[src/rtl/ga_pkg.sv]
package ga_pkg;

	// sequencer
	localparam int PHASE_W = 4;	// 16 phases per microsecond

	localparam logic [PHASE_W-1:0] PH_VID_A = 4'd3;	// first video byte of the cycle
	localparam logic [PHASE_W-1:0] PH_VID_B = 4'd11;	// second video byte
	localparam logic [PHASE_W-1:0] PH_IO_WR = 4'd15;	// cpu i/o write strobe

	// colours and pens
	localparam int COLOUR_W = 5;	// hardware colour code
	localparam int PEN_W = 5;	// room for 32 pens
	localparam int PIX_W = 4;	// pen index out of the shifter

	localparam int PEN_BORDER_BIT = 4;	// pen select bit that picks the border
	localparam logic BORDER_PEN = 1'b1;	// value of that bit for the border

	typedef logic [COLOUR_W-1:0] colour_t;	// one palette entry

	// register group in d[7:6]
	typedef enum logic [1:0] {
		CMD_PEN_SEL = 2'b00,	// select pen or border
		CMD_INK = 2'b01,	// ink for selected pen
		CMD_CTRL = 2'b10,	// mode and rom enables
		CMD_UNUSED = 2'b11	// not decoded here
	} ga_cmd_e;

	// screen mode in the control register
	typedef enum logic [1:0] {
		MODE_0 = 2'b00,	// 160 px, 16 inks
		MODE_1 = 2'b01,	// 320 px, 4 inks
		MODE_2 = 2'b10,	// 640 px, 2 inks
		MODE_3 = 2'b11	// decoded as mode 0
	} screen_mode_e;

endpackage

[src/rtl/pixel_bus_if.sv]
`timescale 1ns/10ps

interface pixel_bus_if;
	import ga_pkg::*;

	logic [PIX_W-1:0] pix;	// pen index of current pixel
	logic pix_valid;	// inside display area
	logic border_sel;	// outside display area
	logic hold;	// keep last colour

	modport shifter (
		output pix,
		output pix_valid,
		output border_sel,
		output hold
	);

	modport palette (
		input pix,
		input pix_valid,
		input border_sel,
		input hold
	);

endinterface

[src/rtl/cycle_sequencer.sv]
`timescale 1ns/10ps

module cycle_sequencer (
	input  logic                       CLK_16M_N,
	input  logic                       rst_n,
	output logic [ga_pkg::PHASE_W-1:0] phase,
	output logic                       phi_n,
	output logic                       cclk
);

	// one phase per 16 MHz clock, so a full turn is 1 us
	always_ff @(posedge CLK_16M_N or negedge rst_n) begin
		if (!rst_n) begin
			phase <= '0;
		end else begin
			phase <= phase + 1'b1;	// wraps 15 -> 0
		end
	end

	// clock outputs decoded from the phase, one clock behind it
	always_ff @(posedge CLK_16M_N or negedge rst_n) begin
		if (!rst_n) begin
			phi_n <= 1'b0;
			cclk <= 1'b0;
		end else begin
			phi_n <= phase[1];	// 4 MHz, high in 2,3,6,7,...
			cclk <= phase[3];	// 1 MHz, high in 8..15
		end
	end

endmodule

[src/rtl/gate_array.sv]
`timescale 1ns/10ps

module gate_array #(
	parameter int NUM_PENS = 16
) (
	input  logic            CLK_16M_N,
	input  logic            rst_n,
	input  logic            iorq_n,
	input  logic            m1_n,
	input  logic            mreq_n,
	input  logic            rd_n,
	input  logic            a15,
	input  logic            a14,
	input  logic [7:0]      d,
	input  logic            dispen,
	output logic            phi_n,
	output logic            cclk,
	output logic            romen_n,
	output logic            ramrd_n,
	output ga_pkg::colour_t colour
);
	import ga_pkg::*;

	logic [PHASE_W-1:0] phase;	// sequencer phase
	colour_t [NUM_PENS-1:0] palette;	// ink registers
	colour_t border;
	screen_mode_e mode;	// control register mode

	pixel_bus_if pix_bus ();	// shifter to palette

	cycle_sequencer i_cycle_sequencer (
		.CLK_16M_N (CLK_16M_N),
		.rst_n     (rst_n),
		.phase     (phase),
		.phi_n     (phi_n),
		.cclk      (cclk)
	);

	io_registers #(
		.NUM_PENS (NUM_PENS)
	) i_io_registers (
		.CLK_16M_N (CLK_16M_N),
		.rst_n     (rst_n),
		.phase     (phase),
		.iorq_n    (iorq_n),
		.m1_n      (m1_n),
		.mreq_n    (mreq_n),
		.rd_n      (rd_n),
		.a15       (a15),
		.a14       (a14),
		.d         (d),
		.palette   (palette),
		.border    (border),
		.mode      (mode),
		.romen_n   (romen_n),
		.ramrd_n   (ramrd_n)
	);

	pixel_shifter i_pixel_shifter (
		.CLK_16M_N (CLK_16M_N),
		.rst_n     (rst_n),
		.phase     (phase),
		.d         (d),
		.dispen    (dispen),
		.mode      (mode),
		.pix_bus   (pix_bus.shifter)
	);

	palette_lookup #(
		.NUM_PENS (NUM_PENS)
	) i_palette_lookup (
		.CLK_16M_N (CLK_16M_N),
		.rst_n     (rst_n),
		.pix_bus   (pix_bus.palette),
		.palette   (palette),
		.border    (border),
		.colour    (colour)
	);

endmodule

[src/rtl/io_registers.sv]
`timescale 1ns/10ps

module io_registers #(
	parameter int NUM_PENS = 16
) (
	input  logic                                CLK_16M_N,
	input  logic                                rst_n,
	input  logic [ga_pkg::PHASE_W-1:0]          phase,
	input  logic                                iorq_n,
	input  logic                                m1_n,
	input  logic                                mreq_n,
	input  logic                                rd_n,
	input  logic                                a15,
	input  logic                                a14,
	input  logic [7:0]                          d,
	output ga_pkg::colour_t [NUM_PENS-1:0]      palette,
	output ga_pkg::colour_t                     border,
	output ga_pkg::screen_mode_e                mode,
	output logic                                romen_n,
	output logic                                ramrd_n
);
	import ga_pkg::*;

	logic [PEN_W-1:0] pen;	// pen select register
	logic lrom_dis;	// lower rom disable
	logic hrom_dis;	// upper rom disable
	logic io_wr;	// gate array write this clock
	ga_cmd_e cmd;	// register group
	logic rom_rd;	// address falls in an enabled rom
	logic mem_rd;	// cpu memory read cycle

	// port 7Fxx, only in the write slot of the sequence
	assign io_wr = (phase == PH_IO_WR) && !iorq_n && m1_n && !a15 && a14;
	assign cmd = ga_cmd_e'(d[7:6]);

	always_ff @(posedge CLK_16M_N or negedge rst_n) begin
		if (!rst_n) begin
			pen <= '0;
			border <= '0;
			palette <= '0;
			mode <= MODE_0;
			lrom_dis <= 1'b0;	// both roms mapped in
			hrom_dis <= 1'b0;
		end else if (io_wr) begin
			case (cmd)
				CMD_PEN_SEL: begin
					pen <= d[PEN_W-1:0];
				end
				CMD_INK: begin
					if (pen[PEN_BORDER_BIT] == BORDER_PEN) begin
						border <= d[COLOUR_W-1:0];	// pen 16 and up is the border
					end else begin
						for (int i = 0; i < NUM_PENS; i++) begin
							if (pen == PEN_W'(i)) begin
								palette[i] <= d[COLOUR_W-1:0];
							end
						end
					end
				end
				CMD_CTRL: begin
					mode <= screen_mode_e'(d[1:0]);	// used from next byte fetch
					lrom_dis <= d[2];
					hrom_dis <= d[3];
				end
				default: begin
					// interrupt control lives elsewhere
				end
			endcase
		end
	end

	// rom/ram mapping over cpu reads
	assign rom_rd = (!lrom_dis && !a15 && !a14) || (!hrom_dis && a15 && a14);
	assign mem_rd = !mreq_n && !rd_n;

	assign romen_n = !(rom_rd && mem_rd);	// rom chip select
	assign ramrd_n = !(!rom_rd && mem_rd);	// ram read enable

endmodule

[src/rtl/palette_lookup.sv]
`timescale 1ns/10ps

module palette_lookup #(
	parameter int NUM_PENS = 16
) (
	input  logic                           CLK_16M_N,
	input  logic                           rst_n,
	pixel_bus_if.palette                   pix_bus,
	input  ga_pkg::colour_t [NUM_PENS-1:0] palette,
	input  ga_pkg::colour_t                border,
	output ga_pkg::colour_t                colour
);
	import ga_pkg::*;

	colour_t ink;	// ink of current pen
	colour_t next_colour;

	assign ink = palette[pix_bus.pix];

	// keep wins so a wide pixel stays one colour
	always_comb begin
		if (pix_bus.hold) begin
			next_colour = colour;
		end else if (pix_bus.border_sel) begin
			next_colour = border;
		end else if (pix_bus.pix_valid) begin
			next_colour = ink;
		end else begin
			next_colour = '0;	// nothing fetched yet
		end
	end

	always_ff @(posedge CLK_16M_N or negedge rst_n) begin
		if (!rst_n) begin
			colour <= '0;
		end else begin
			colour <= next_colour;	// one clock behind the pixel
		end
	end

endmodule

[src/rtl/pixel_shifter.sv]
`timescale 1ns/10ps

module pixel_shifter (
	input  logic                       CLK_16M_N,
	input  logic                       rst_n,
	input  logic [ga_pkg::PHASE_W-1:0] phase,
	input  logic [7:0]                 d,
	input  logic                       dispen,
	input  ga_pkg::screen_mode_e       mode,
	pixel_bus_if.shifter               pix_bus
);
	import ga_pkg::*;

	logic fetch;	// video byte on d
	logic load;	// latch holds a fresh byte
	logic [7:0] vid_byte;	// fetched byte
	logic vid_en;	// dispen at fetch
	screen_mode_e vid_mode;	// mode at fetch
	logic [7:0] sr;	// pixel shift register
	logic sr_full;	// a byte has been loaded since reset
	logic sr_en;	// display enable of byte in sr
	screen_mode_e sr_mode;	// mode of byte in sr
	logic [1:0] div_cnt;	// clocks since load
	logic mode_2;
	logic mode_1;
	logic step;	// shift at this edge

	assign fetch = (phase == PH_VID_A) || (phase == PH_VID_B);

	// fetch stage and shift stage, control part
	always_ff @(posedge CLK_16M_N or negedge rst_n) begin
		if (!rst_n) begin
			load <= 1'b0;
			vid_en <= 1'b0;
			vid_mode <= MODE_0;
			sr_full <= 1'b0;
			sr_en <= 1'b0;
			sr_mode <= MODE_0;
			div_cnt <= '0;
		end else begin
			load <= fetch;
			if (fetch) begin
				vid_en <= dispen;
				vid_mode <= mode;	// mode follows the byte down the pipe
			end
			if (load) begin
				sr_full <= 1'b1;
				sr_en <= vid_en;
				sr_mode <= vid_mode;
				div_cnt <= '0;	// restart pixel divider
			end else begin
				div_cnt <= div_cnt + 1'b1;
			end
		end
	end

	// pixel data
	always_ff @(posedge CLK_16M_N) begin
		if (fetch) begin
			vid_byte <= d;
		end
		if (load) begin
			sr <= vid_byte;
		end else if (step) begin
			sr <= {sr[6:0], 1'b0};
		end
	end

	assign mode_2 = (sr_mode == MODE_2);
	assign mode_1 = (sr_mode == MODE_1);
	assign step = mode_2 || (mode_1 && div_cnt[0]) || (&div_cnt);	// 1, 2 or 4 clocks

	// pen index, bit order as the crtc ram layout
	always_comb begin
		case (sr_mode)
			MODE_2: pix_bus.pix = {3'b000, sr[7]};
			MODE_1: pix_bus.pix = {2'b00, sr[7], sr[3]};
			default: pix_bus.pix = {sr[7], sr[3], sr[5], sr[1]};	// modes 0 and 3
		endcase
	end

	assign pix_bus.pix_valid = sr_full && sr_en;
	assign pix_bus.border_sel = sr_full && !sr_en;
	assign pix_bus.hold = !mode_2 && (mode_1 ? div_cnt[0] : |div_cnt);	// mid pixel

endmodule

[config.mk]
export PLATFORM = sky130hd
export DESIGN_NAME = gate_array
export DESIGN_NICKNAME = d
export VERILOG_FILES = /design/src/rtl/ga_pkg.sv /design/src/rtl/pixel_bus_if.sv /design/src/rtl/cycle_sequencer.sv /design/src/rtl/gate_array.sv /design/src/rtl/io_registers.sv /design/src/rtl/palette_lookup.sv /design/src/rtl/pixel_shifter.sv
export SDC_FILE = /design/constraint.sdc
export NUM_CORES = 1
export LEC_CHECK = 0
export BUFFER_PORTS_ARGS = -buffer_cell sky130_fd_sc_hd__buf_2
export CORE_UTILIZATION = 33
export DETAILED_ROUTE_END_ITERATION = 8
export PLACE_DENSITY_LB_ADDON = 0.25
export RECOVER_POWER = 100
export SLEW_MARGIN = 5
export SYNTH_ARGS = -nofsm -noshare
export SYNTH_HDL_FRONTEND = slang
export SYNTH_SLANG_ARGS = --single-unit
[constraint.sdc]
create_clock -name CLK_16M_N -period 2.7 [get_ports CLK_16M_N]
set_input_delay 0.405 -clock CLK_16M_N [delete_from_list [all_inputs] [get_ports CLK_16M_N]]
set_output_delay 0.405 -clock CLK_16M_N [all_outputs]
set_load 0.05 [all_outputs]
After elaboration in Yosys (flattened, before gate mapping). Cells that the tools add are included.

Bits in registers: 131. Output and inout bits: 9.

Muxes and demuxes: 9. Order comparisons: 1. Bitwise logic cells: 1. Equality and inequality tests: 22. Reduce and logical (&&, ||, !) cells: 55. $add $sub $neg: 2.

Operator list (number): AND reduction 4 bit (16); equality test 5 x 4 -> 1 bit, second input constant (8); binary-select mux 5 bit (select 4 bit) (1); equality test 5 x 3 -> 1 bit, second input constant (4); two-way mux 8 bit (2); logical AND 1 bit (15); two-way mux 5 bit (3); logical NOT 1 bit (12); equality test 5 x 2 -> 1 bit, second input constant (2); equality test 4 bit, second input constant (2); case mux 4 bit (2 select lines) (1); AND reduction 2 bit (3); equality test 5 x 1 -> 1 bit, second input constant (1); logical NOT 5 bit (1); less-than comparator 4 x 5 -> 1 bit, second input constant (1); adder 4 x 1 -> 4 bit, second input constant (1); equality test 2 x 1 -> 1 bit, second input constant (2); equality test 2 bit, second input constant (2); equality test 4 x 2 -> 1 bit, second input constant (1); logical OR 1 bit (4); AND reduction 3 bit (1); adder 2 x 1 -> 2 bit, second input constant (1); logical NOT 2 bit (1); two-way mux 2 bit (1); 4 further kinds (4).

Longest topological paths before layout.
Depth after elaboration: 7. Mapped depth: 11. Gate-level depth less buffers: 8.

Cells and area by module. A second synthesis with hierarchy kept.

Cell total of the unflattened synthesis: 442. Area total of the unflattened synthesis: 6249.7 µm².

By module, submodules not included: io_registers (area an instance 3950.0 µm², times used 1, sequential area each 2352.3 µm², cells an instance 252); pixel_shifter (area an instance 1091.0 µm², times used 1, sequential area each 730.7 µm², cells an instance 72); palette_lookup (area an instance 1019.7 µm², times used 1, sequential area each 125.1 µm², cells an instance 107); cycle_sequencer (area an instance 188.9 µm², times used 1, sequential area each 150.1 µm², cells an instance 11).

Worst setup path before layout. OpenSTA, ideal clock, no wires.

Kind: register to register. Start: register i_pixel_shifter.sr_mode[0]. End: register i_palette_lookup.colour[4]. Data required time: 2.570 ns. Cell stages (with the launch flop): 11. Path slack: 0.419 ns. Arrival time: 2.151 ns. Period minus slack after synthesis: 2.281 ns. Setup time: 0.130 ns. Cell sequence: dfrtp_1 inv_1 ha_1 clkbuf_1 nor2b_1 nor2_2 buf_2 mux2i_1 o22ai_1 nor4_1 o21ai_0.

Word-level cells in the longest chain between the ends: 6. Elaborated cells between the ends (all ways): 10. Those cells by class: eq/ne: 2; mux: 6; reduce/logical: 2.

RTL lines: from (decl) (RTL line pixel_shifter.sv:22) `screen_mode_e sr_mode;`; from (signal assigned) (RTL line pixel_shifter.sv:49) `sr_mode <= vid_mode;`; equality test 2 x 1 -> 1 bit or equality test 2 bit (tied branches) (RTL line pixel_shifter.sv:70, pixel_shifter.sv:75, pixel_shifter.sv:69); case mux 4 bit (2 select lines) (RTL line pixel_shifter.sv:75) `case (sr_mode)`; binary-select mux 5 bit (select 4 bit) (RTL line palette_lookup.sv:18) `assign ink = palette[pix_bus.pix];`; two-way mux 5 bit (implied by the code) (RTL line palette_lookup.sv:18); two-way mux 5 bit (RTL line palette_lookup.sv:26) `end else if (pix_bus.pix_valid) begin`; two-way mux 5 bit (RTL line palette_lookup.sv:24) `end else if (pix_bus.border_sel) begin`; to (signal assigned) (RTL line palette_lookup.sv:37) `colour <= next_colour;`; to (decl) (RTL line palette_lookup.sv:11) `output ga_pkg::colour_t colour`.

Parallel ways exist; a longest one is shown, timed or not. The select of a mux whose other input is x is not followed. A chain may end at the register's enable or synchronous reset.

Worst setup path after layout.
Start: register i_cycle_sequencer.phase[1] in the netlist's numbering. End: register i_io_registers.palette[54] in the netlist's numbering.

Word-level cells in the longest chain between the ends: 6.

RTL lines: from (decl) (RTL line cycle_sequencer.sv:6) `output logic [ga_pkg::PHASE_W-1:0] phase,`; from (signal assigned) (RTL line cycle_sequencer.sv:16) `phase <= phase + 1'b1;`; equality test 4 bit (RTL line io_registers.sv:33) `assign io_wr = (phase == PH_IO_WR) && !iorq_n && m1_n && !a15 && a14;`; logical AND 1 bit (4 in series) (RTL line io_registers.sv:33); AND reduction 4 bit (no source line); to (signal, indexed assignment) (RTL line io_registers.sv:55) `palette[i] <= d[COLOUR_W-1:0];`; to (decl) (RTL line io_registers.sv:16) `output ga_pkg::colour_t [NUM_PENS-1:0] palette,`.

No other way between the ends.

==> results.json <==
{
  "cts_setup_buffers": 0,
  "swShare_pct": 20.30,
  "vias": 3755,
  "tightestPinTransition_ns": 1.932,
  "die_y_um": 136.4,
  "fp.dieW_um": 136.4,
  "synth_enable_flop_cells": 16,
  "worstSetupPathType": "reg -> reg",
  "irDropWorstVdd_mv": 0.4450,
  "yosysWarnings": 0,
  "cp-start-kind": "register",
  "overflow": 0,
  "area_delta_synth_final_pct": 17.16,
  "syn_avg_cell_area_um2": 12.76,
  "slew_headroom_pct": -28.80,
  "ant_nets": 0,
  "p_seq_share_pct": 42.8,
  "coreArea_um2": 17480,
  "cts_root_buffer": "clkbuf_16",
  "slew_viol_final": 33,
  "p_leak_nw": 3.226,
  "yosysTopAreaCellShare_pct": 48.30,
  "synth-seq-cells": 131,
  "initial_core_util_pct": 34.09,
  "violations": "capacitance limit, slew limit",
  "synth_cell_type_count": 52,
  "hold_viol": 0,
  "wl_per_cell_um": 19.24,
  "wirelength_mm": 14.26,
  "fin_nets": 525,
  "drt_pre_antenna_iters": 4,
  "p_switching_mw": 0.9568,
  "dp_hpwl_mm": 9.911,
  "synth_nets": 489,
  "min_period_over_period_pct": 93.69,
  "drive_above_1_share_pct": 32.17,
  "finalWeightedCongestion": 0.8850,
  "setup_viol": 0,
  "gr-usage-all-layers_pct": 16.95,
  "rows": 48,
  "clock_path_buffers": 2,
  "comb_power_share_pct": 3.3,
  "synth_area_leaders": "dfrtp_1 48%, mux2_2 20%, edfxtp_1 8.1%",
  "endpoint_kind": "register",
  "clock-sinks": 131,
  "routed_via_density": 5.067,
  "nFillCells": 1664,
  "power_density_nw_per_um2": 675.2,
  "remaining_drc_errors": 0,
  "p_int_mw": 3.757,
  "clockPowerShare_pct": 53.9,
  "clkTransAtPathRegs_ns": 0.06,
  "cts_tree": "done",
  "cp_max_fo": 5,
  "rsz0062_at_grt": "false",
  "multi_input_area_um2": 2447,
  "ys_async_sr_fraction_pct": 87.79,
  "yosysTopAreaCell": "dfrtp_1",
  "synth_ff_type": "dfrtp_1",
  "arrival_ns": 2.84,
  "final_util_pct": 39.94,
  "port_buffers": 25,
  "diodes": 0,
  "seq_area_um2": 3358,
  "holdCritPathClass": "in -> reg",
  "max_freq_mhz": 395.3,
  "grt_max_degree": 60,
  "fin_crit_ns": 2.530,
  "syn_inst": 467,
  "synth.top_cells.by_count": "115 x dfrtp_1, 107 x mux2_2, 50 x nand2_1",
  "htreeDepth": 4,
  "grt_pass1_wl_mm": 22.74,
  "antenna_found_initial": 0,
  "status": "finished with violations",
  "worstPathRequired_ns": 3.01,
  "netlist_area_um2": 5958,
  "worstSkewPairLatency_ns": 0.42,
  "num_io_pins": 26,
  "clock_skew_ns": 0.005760,
  "yosysMostFrequentCell": "dfrtp_1",
  "tns_ns": 0,
  "first_iter_violations": 271,
  "grt_pass1_vias": 3875,
  "cts_buffers": 17,
  "drv_cap": 1,
  "dieArea_um2": 18600,
  "seq_area_frac_synth_pct": 56.36
}
==> sequential cells by signal (all words and copies together) (netlist names), 4 cells and up <==
register                  count
i_cycle_sequencer.phase       4
i_io_registers.border         5
i_io_registers.palette       80
i_io_registers.pen            5
i_palette_lookup.colour       5
i_pixel_shifter.sr            8
i_pixel_shifter.vid_byte      8
==> per-layer routing <==
layer | GRT usage, % | vias to the layer above | wire, um
met4 | 7.346 | 0 | 262
met2 | 25.97 | 75 | 6661
met5 | 0 | - | 0
met1 | 22.85 | 1914 | 6684
li1 | - | 1746 | -
met3 | 3.915 | 20 | 651
==> layout by cell type, fill, tap and decap left out, types with 6 or more instances in the layout <==
master,synthesis,final
mux2i_1,21,21
dfrtp_1,115,115
o22ai_1,7,7
o21ai_0,11,11
nor2b_1,6,6
clkbuf_16,0,17
nand3_1,11,11
buf_2,4,8
nor2_1,16,17
nand2_1,50,50
edfxtp_1,16,16
buf_4,0,6
nor3_1,6,6
mux2_2,107,107
inv_1,8,8
bufinv_16,0,6
a21oi_1,15,15
clkbuf_1,13,24
==> worst paths after layout <==
kind                                               end  cells after the start                        from  slack (ns)
min in group asynchronous   i_cycle_sequencer.phase[1]                      2                       rst_n        1.06
max reg2reg                 i_io_registers.palette[54]                      6  i_cycle_sequencer.phase[1]        0.17
min                        i_pixel_shifter.vid_byte[5]                      1                        d[5]        0.16
max                         i_io_registers.palette[54]                      6  i_cycle_sequencer.phase[1]        0.17
max in group asynchronous   i_io_registers.palette[48]                      3                       rst_n        0.40
min reg2reg                    i_cycle_sequencer.phi_n                      0  i_cycle_sequencer.phase[1]        0.41
==> layout make-up <==
class                           count  share of cell area, %
Timing Repair Buffer               39                  3.119
Clock buffer                       19                  6.202
Sequential cell                   131                  48.11
Inverter                            8                 0.4302
Tap cell                          225                  4.033
Clock inverter                     13                  3.047
Multi-Input combinational cell    306                  35.06
==> worst max-delay path: stages, from the launching register on <==
cell and delay [ns]:
dfrtp_1 0.37, ha_1 0.20, nand4_1 0.21, nor4_1 0.60, and2_0 0.45, nand2_1 0.26
mux2_2 0.33
==> cells by family after synthesis <==
kind of cell | count (synthesis) | share of synthesized area, %
AO/OA/AOI/OAI | 48 | 5.061
XOR/XNOR | 2 | 0.2940
adder cells (fa/ha/maj) | 5 | 1.050
buffers and inverters | 30 | 1.974
flip-flops | 131 | 56.36
multiplexers | 130 | 24.32
AND/OR/NAND/NOR | 121 | 10.94
==> power by group through the flow <==
| stage | logic [mW] | registers, mW | clock network (mW) |
|---|---|---|---|
| floorplan | 0.0599 | 2.06 | 0 |
| global placement | 0.162 | 2.05 | 0 |
| detailed placement | 0.163 | 2.05 | 0 |
| CTS | 0.164 | 2.02 | 2.58 |
| global route | 0.172 | 2.02 | 2.68 |
| finish | 0.157 | 2.02 | 2.54 |
==> stage by stage <==
| stage | total power, mW | std cells | hold WS (ns) | area [um^2] | setup slack (ns) |
|---|---|---|---|---|---|
| 2_1_floorplan | 2.124 | 467 | 0.1094 | 5958 | 0.4192 |
| 3_3_place_gp | 2.216 | 708 | 0.3894 | 6402 | 0.1681 |
| 6_report | 4.714 | 741 | 0.1624 | 6980 | 0.1705 |
| 3_5_place_dp | 2.217 | 708 | 0.3891 | 6402 | 0.1609 |
| 4_1_cts | 4.768 | 741 | 0.1450 | 7058 | 0.1526 |
| 5_1_grt | 4.867 | 741 | 0.1423 | 6980 | 0.01106 |
==> what timing repair did <==
item	4_1_cts	5_1_grt
hold buffers	1	0
hold endpoints to repair	31	0
endpoints found under the setup margin	0	3
resized for setup	0	2
(Power assumes the default switching activity.)
